### src/rtl/rat_cfg_pkg.sv
package rat_cfg_pkg;

  // architectural vector registers tracked by the table
  localparam int ARCH_REGS = 16;
  localparam int ARCH_W = 4;

  // port counts per rename group
  localparam int READ_PORTS = 3;
  localparam int RENAME_SLOTS = 3;
  localparam int RETIRE_PORTS = 3;

  // rename tag and functional-unit code widths
  localparam int TAG_W = 9;
  localparam int FU_W = 10;

  // values an entry holds out of reset
  localparam logic [TAG_W-1:0] RESET_TAG = '0;

  // only the top bit set, no unit assigned yet
  localparam logic [FU_W-1:0] RESET_FU = {1'b1, {(FU_W-1){1'b0}}};

endpackage

### src/rtl/rat_types_pkg.sv
package rat_types_pkg;

  import rat_cfg_pkg::*;

  // register file a value lives in
  typedef enum logic [1:0] {
    DOM_INT       = 2'd0,
    DOM_FP_SINGLE = 2'd1,
    DOM_FP_DOUBLE = 2'd2,
    DOM_VEC       = 2'd3
  } reg_domain_t;

  // group set means index is a rename slot of the current group
  typedef struct packed {
    logic              group;
    logic [ARCH_W-1:0] index;
  } rat_addr_t;

  typedef struct packed {
    logic [ARCH_W-1:0] arch;
    logic [TAG_W-1:0]  tag;
    logic [FU_W-1:0]   fu;
    reg_domain_t       dom;
    logic              wen;
  } rename_slot_t;

  // tag match retires an entry, arch names the committed domain to record
  typedef struct packed {
    logic [TAG_W-1:0]  tag;
    logic [ARCH_W-1:0] arch;
    reg_domain_t       dom;
    logic              wen;
  } retire_port_t;

  typedef struct packed {
    logic [TAG_W-1:0] tag;
    logic [FU_W-1:0]  fu;
    reg_domain_t      dom;
    logic             retired;
    logic             is_dep;
  } rat_read_t;

endpackage

### src/rtl/rat_entry.sv
`timescale 1ns/1ps

module rat_entry
  import rat_cfg_pkg::*;
  import rat_types_pkg::*;
#(
  parameter int INDEX = 0
)
(
  input  logic                             clk,
  input  logic                             rst,
  input  logic                             rename_en,
  input  rename_slot_t [RENAME_SLOTS-1:0]  slots,
  input  retire_port_t [RETIRE_PORTS-1:0]  retires,
  input  logic                             flush,
  output rat_read_t                        value
);

  logic [TAG_W-1:0] tag_q;
  logic [FU_W-1:0]  fu_q;
  reg_domain_t      dom_q;
  reg_domain_t      dom_commit_q;
  logic             retired_q;

  logic             ren_hit;
  rename_slot_t     ren_sel;
  logic             ren_write;
  logic             ret_hit;
  logic             commit_hit;
  reg_domain_t      commit_dom;

  always_comb
  begin
    ren_hit = 1'b0;
    ren_sel = '0;
    // later slots override earlier ones naming the same register
    for (int s = 0; s < RENAME_SLOTS; s++)
    begin
      if (slots[s].wen && slots[s].arch == ARCH_W'(INDEX))
      begin
        ren_hit = 1'b1;
        ren_sel = slots[s];
      end
    end
  end

  always_comb
  begin
    ret_hit = 1'b0;
    commit_hit = 1'b0;
    commit_dom = DOM_INT;
    for (int p = 0; p < RETIRE_PORTS; p++)
    begin
      if (retires[p].wen && retires[p].tag == tag_q)
        ret_hit = 1'b1;
      if (retires[p].wen && retires[p].arch == ARCH_W'(INDEX))
      begin
        commit_hit = 1'b1;
        commit_dom = retires[p].dom;
      end
    end
  end

  assign ren_write = rename_en & ren_hit & ~flush;

  always_ff @(posedge clk)
  begin
    if (rst)
    begin
      tag_q <= RESET_TAG;
      fu_q <= RESET_FU;
      dom_q <= DOM_INT;
      dom_commit_q <= DOM_INT;
      retired_q <= 1'b1;
    end
    else
    begin
      // flush restores the committed view, a new producer beats retirement
      if (flush)
      begin
        retired_q <= 1'b1;
        dom_q <= dom_commit_q;
      end
      else if (ren_write)
      begin
        tag_q <= ren_sel.tag;
        fu_q <= ren_sel.fu;
        dom_q <= ren_sel.dom;
        retired_q <= 1'b0;
      end
      else if (ret_hit)
        retired_q <= 1'b1;
      if (commit_hit)
        dom_commit_q <= commit_dom;
    end
  end

  assign value = '{tag: tag_q, fu: fu_q, dom: dom_q, retired: retired_q, is_dep: 1'b0};

endmodule

### src/rtl/rat_table.sv
`timescale 1ns/1ps

module rat_table
  import rat_cfg_pkg::*;
  import rat_types_pkg::*;
(
  input  logic                             clk,
  input  logic                             rst,
  input  logic                             rename_en,
  input  rename_slot_t [RENAME_SLOTS-1:0]  slots,
  input  retire_port_t [RETIRE_PORTS-1:0]  retires,
  input  logic                             flush,
  input  rat_addr_t    [READ_PORTS-1:0]    lat_addr,
  output rat_read_t    [READ_PORTS-1:0]    entry_out
);

  rat_read_t [ARCH_REGS-1:0] entry_val;

  genvar i;
  genvar p;

  generate
    for (i = 0; i < ARCH_REGS; i++)
    begin : entry_gen
      rat_entry #(
        .INDEX(i)
      ) entry_i (
        .clk(clk),
        .rst(rst),
        .rename_en(rename_en),
        .slots(slots),
        .retires(retires),
        .flush(flush),
        .value(entry_val[i])
      );
    end

    // group reads fall back to entry 0 when the slot number is out of range
    for (p = 0; p < READ_PORTS; p++)
    begin : port_gen
      assign entry_out[p] = lat_addr[p].group ? entry_val[0] : entry_val[lat_addr[p].index];
    end
  endgenerate

endmodule

### src/rtl/rat_read_latch.sv
`timescale 1ns/1ps

module rat_read_latch
  import rat_cfg_pkg::*;
  import rat_types_pkg::*;
(
  input  logic                          clk,
  input  logic                          rst,
  input  logic                          rename_en,
  input  rat_addr_t [READ_PORTS-1:0]    read_addr,
  output rat_addr_t [READ_PORTS-1:0]    lat_addr
);

  // addresses advance with the rename stage and hold while it stalls
  always_ff @(posedge clk)
  begin
    if (rst)
      lat_addr <= '0;
    else if (rename_en)
      lat_addr <= read_addr;
  end

endmodule

### src/rtl/rat_dep_bypass.sv
`timescale 1ns/1ps

module rat_dep_bypass
  import rat_cfg_pkg::*;
  import rat_types_pkg::*;
(
  input  rat_addr_t    [READ_PORTS-1:0]    lat_addr,
  input  rat_read_t    [READ_PORTS-1:0]    entry_out,
  input  rename_slot_t [RENAME_SLOTS-1:0]  slots,
  output rat_read_t    [READ_PORTS-1:0]    read_out
);

  always_comb
  begin
    for (int p = 0; p < READ_PORTS; p++)
    begin
      read_out[p] = entry_out[p];
      if (lat_addr[p].group)
      begin
        // producer still in the current rename group, not in the table yet
        for (int s = 0; s < RENAME_SLOTS; s++)
        begin
          if (lat_addr[p].index == ARCH_W'(s))
          begin
            read_out[p].tag = slots[s].tag;
            read_out[p].fu = slots[s].fu;
            read_out[p].dom = slots[s].dom;
            read_out[p].retired = 1'b0;
            read_out[p].is_dep = 1'b1;
          end
        end
      end
    end
  end

endmodule

### src/rtl/vec_rat.sv
`timescale 1ns/1ps

module vec_rat
  import rat_cfg_pkg::*;
  import rat_types_pkg::*;
(
  input  logic                             clk,
  input  logic                             rst,
  input  logic                             rename_en,
  input  rat_addr_t    [READ_PORTS-1:0]    read_addr,
  input  rename_slot_t [RENAME_SLOTS-1:0]  slots,
  input  retire_port_t [RETIRE_PORTS-1:0]  retires,
  input  logic                             flush,
  output rat_read_t    [READ_PORTS-1:0]    read_out
);

  rat_addr_t [READ_PORTS-1:0] lat_addr;
  rat_read_t [READ_PORTS-1:0] entry_out;

  rat_read_latch latch_i (
    .clk(clk),
    .rst(rst),
    .rename_en(rename_en),
    .read_addr(read_addr),
    .lat_addr(lat_addr)
  );

  rat_table table_i (
    .clk(clk),
    .rst(rst),
    .rename_en(rename_en),
    .slots(slots),
    .retires(retires),
    .flush(flush),
    .lat_addr(lat_addr),
    .entry_out(entry_out)
  );

  rat_dep_bypass bypass_i (
    .lat_addr(lat_addr),
    .entry_out(entry_out),
    .slots(slots),
    .read_out(read_out)
  );

endmodule

### config.mk
export PLATFORM = sky130hd
export DESIGN_NAME = vec_rat
export DESIGN_NICKNAME = d
export VERILOG_FILES = /design/src/rtl/rat_cfg_pkg.sv /design/src/rtl/rat_types_pkg.sv /design/src/rtl/rat_entry.sv /design/src/rtl/rat_table.sv /design/src/rtl/rat_read_latch.sv /design/src/rtl/rat_dep_bypass.sv /design/src/rtl/vec_rat.sv
export SDC_FILE = /design/constraint.sdc
export NUM_CORES = 2
export LEC_CHECK = 0
export BUFFER_PORTS_ARGS = -buffer_cell sky130_fd_sc_hd__buf_4
export CORE_UTILIZATION = 45
export CTS_BUF_LIST = sky130_fd_sc_hd__clkbuf_16
export CTS_CLUSTER_SIZE = 14
export DETAILED_ROUTE_END_ITERATION = 7
export GPL_TIMING_DRIVEN = 0
export PLACE_DENSITY_LB_ADDON = 0.05
export SETUP_SLACK_MARGIN = 0.05
export SYNTH_ARGS = -nofsm -noshare
export SYNTH_HDL_FRONTEND = slang
export SYNTH_SLANG_ARGS = --single-unit
### constraint.sdc
create_clock -name clk -period 2.5 [get_ports clk]
set_input_delay 0.25 -clock clk [delete_from_list [all_inputs] [get_ports clk]]
set_output_delay 0.25 -clock clk [all_outputs]
set_load 0.02 [all_outputs]
==> flow_summary.ini <==
[drt]
wl_per_cell_um = 43.49
vias_per_cell = 7.754
ant_nets = 0
vias = 47920
drt_iter0_drc = 9408
first_pass_iters = 8
drcViolationCount = 8
routed_wl_um = 268700

[pwr]
ir_worst_vdd_mv = 0.6300
p_leak_nw = 17.14
power_density_nw_per_um2 = 431.7
finalPower_w = 0.02083

[yosys]
synth_edf_count = 0
synth-seq-cells = 399
yosysSeqAreaShare = 0.2066
dominantRegCellSynth = dfxtp_1
ys_async_sr_fraction = 0
synth_fp_nets = 4792
synth_warnings = 0
netlist_area_um2 = 38660
syn_inst = 4647
synthDistinctLibCells = 80
avgSynthCellArea_um2 = 8.320

[critical_path]
cp_data_required_time_ps = 2250
crit_path_start_kind = flop
critical_path_arrival_ps = 3330
critPathMaxFanout = 8
worst-setup-path-type = reg2out
end_kind = output port

[timing]
worstMarginPinSlew_ps = 1618
setup_slack_ps = -1075
skew_ps = 28.38
rsz0062_at_grt = true
fin_crit_sh = 1.430
slew_headroom = -0.07891
period_minus_slack_ps = 3575
setup-violations-final = 87
max_freq_ghz = 0.2797
drv_slew = 11
hold_violations = 0

[final_layout]
ff_latch_area_um2 = 8015
post-route-cell-area_um2 = 48250
fill_cells = 7956
syn2layout_area_growth_pct = 24.81
multi_input_area_um2 = 29600
nets = 5132
layout-drive-gt1-share = 0.2451

[clock_tree]
clk_path_buf_depth = 3
clk_pin_slew_ps = 60
clk_latency_ps = 640
cts_made_buffers = 50
clock-root-buffer = clkbuf_16
ctsHtreeMaxLevel = 2
cts.sinks = 399
cts_tree = yes

[global_routing]
antenna_found_initial = 13
overflow = 0
grt_use_total = 0.5866
grt_pass1_vias = 42330
grt_max_degree = 13
grt_pass1_wl_um = 351800

[die]
fp.dieH_um = 295.1
num_rows = 107
pin_count = 214
core_um2 = 85150
die_area_um2 = 87090
die_w_um = 295.1
floorplan.initialDensity = 0.4541

[worst_hold_path]
min_path_type = in2reg

[run]
drv_cap = 1

[run_status]
failed_checks = DRC, capacitance limit, slew limit, setup timing
status = finished, violations left

[place]
dpl_cell_area_um2 = 40970
dp_hpwl_um = 200600
gp_congestion = 1.107
port_buffers = 115
report_power, final:
part	internal [W]	total, W	leakage, nW	switching [W]
Sequential	0.00645	0.00663	3.23	0.000183
Clock	0.00422	0.00770	0.824	0.00347
Combinational	0.00222	0.00651	13.1	0.00429
Total	0.0129	0.0208	17.1	0.00794
cell usage in the layout (no fill, tap or decap), drive strengths merged, types with 19 or more instances in the layout:
cell type	n
buf	565
nor2	478
clkbuf	470
dfxtp	399
nand2	308
mux2i	284
xor2	256
a22o	255
o21ai	200
mux4	198
a21oi	189
xnor2	176
mux2	136
a211oi	123
a221oi	113
nor4	71
nand4	55
a31oi	52
nor3	47
nand3	44
a221o	40
nand3b	37
o22ai	34
o221ai	34
o211ai	31
a22oi	28
o311ai	25
a21boi	23
clkinv	23
a32oi	22
a32o	22
o31ai	22
o2bb2ai	19
or3	19
inv	19
per-stage QoR:
stage               utilization  std cells  setup WS, ps  hold slack, ps  setup TNS, ps
CTS                      0.5397       6065        -581.0           2.124         -32980
global route             0.5664       6171        -895.2           51.40         -39070
floorplan                     -       4647         261.0           397.5              0
global placement         0.4810       5906         -1809           447.6        -220540
finish                   0.5667       6180         -1075           17.49         -43760
detailed placement       0.4811       5906         -1503           449.0        -196300
cell usage after synthesis, types with 11 or more instances:
library cell  number  area share
a211o_1           17      0.0039
a32oi_1           22      0.0050
or3_1             19      0.0031
a21boi_0          23      0.0045
o21bai_1          11      0.0021
dfxtp_1          399        0.21
o211ai_1          31      0.0060
o22ai_1           34      0.0055
a22o_1           255       0.058
nand2b_1          15      0.0024
nand3_1           44      0.0057
o2bb2ai_1         19      0.0043
nor2_2            11      0.0018
o21ai_0          194       0.025
xor2_1           256       0.058
nor4_1            71       0.011
a41oi_1           15      0.0034
buf_4             17      0.0033
o221ai_1          34      0.0077
nor2b_1           18      0.0029
a31oi_1           51      0.0083
a221oi_1         113       0.026
xnor2_1          176       0.040
mux4_2           198        0.12
a21oi_1          189       0.024
o311ai_0          25      0.0057
mux2i_1          284       0.074
buf_2            155       0.020
and2_1            13      0.0021
nand2_1          308       0.030
buf_1             99      0.0096
nor3_1            42      0.0054
a22oi_1           28      0.0054
nand4_1           55      0.0089
a221o_1           40       0.010
nor2_1           466       0.045
clkbuf_1         437       0.042
mux2_2           136       0.040
nand3b_1          37      0.0072
o31ai_1           20      0.0039
a211oi_1         121       0.023
a32o_1            22      0.0057
cell families after synthesis:
family,synth area share
flops,0.2066
mux,0.2285
xor+xnor,0.09786
buf+inv,0.07699
compound gates,0.2521
simple gates,0.1380
final timing paths:
path | slack (ps) | depth (start not counted) | startpoint | to
worst max register to register | 390 | 5 | table_i.entry_gen[11].entry_i.tag_q[8] | table_i.entry_gen[11].entry_i.retired_q
worst min-delay path | 20 | 3 | read_addr[5] | latch_i.lat_addr[5]
worst min register to register | 460 | 2 | table_i.entry_gen[9].entry_i.dom_commit_q[1] | table_i.entry_gen[9].entry_i.dom_commit_q[1]
worst max-delay path | -1080 | 9 | latch_i.lat_addr[11] | read_out[57]
worst max-delay path, cell delays in order (launching register included):
cell      delay [ps]
dfxtp_4          450
buf_12           200
buf_12           160
buf_16           150
buf_16           150
mux2i_1          110
a22oi_1          220
nand3_2          450
o211ai_1         500
buf_4            260
registers in the layout, summed over array words and instances, names as in the netlist:
| name | cells |
|---|---|
| table_i.entry_gen.entry_i.fu_q | 160 |
| table_i.entry_gen.entry_i.tag_q | 144 |
| table_i.entry_gen.entry_i.dom_commit_q | 32 |
| table_i.entry_gen.entry_i.dom_q | 32 |
| table_i.entry_gen.entry_i.retired_q | 16 |
| latch_i.lat_addr | 15 |
area by class of cell:
class / count / share of cell area
Antenna cell: 9 / 0.0004667
Inverter: 9 / 0.0008557
Sequential cell: 399 / 0.1661
Timing Repair Buffer: 305 / 0.06539
Clock inverter: 41 / 0.007053
Clock buffer: 51 / 0.02645
Buffer: 694 / 0.09057
Tap cell: 1144 / 0.02966
Multi-Input combinational cell: 3528 / 0.6134
per-layer routing:
metal  vias to the layer above  GRT usage  part of all wire
li1                      18110          -                 -
met1                     22690     0.6790              0.34
met2                      5220     0.8076              0.38
met3                      1881     0.2335              0.15
met4                        23     0.5777              0.13
met5                         -   0.007206            0.0011
what timing repair did:
| action | CTS | global route |
|---|---|---|
| buffers inserted | 59 | 106 |
| resized for setup | 677 | 300 |
| cloned | 6 | 7 |
| hold buffers | 14 | 0 |
| setup endpoints to repair | 111 | 119 |
| hold endpoints to repair | 14 | 0 |
| pin swaps | 72 | 111 |
No activity file was read; power rests on OpenSTA's default activity.
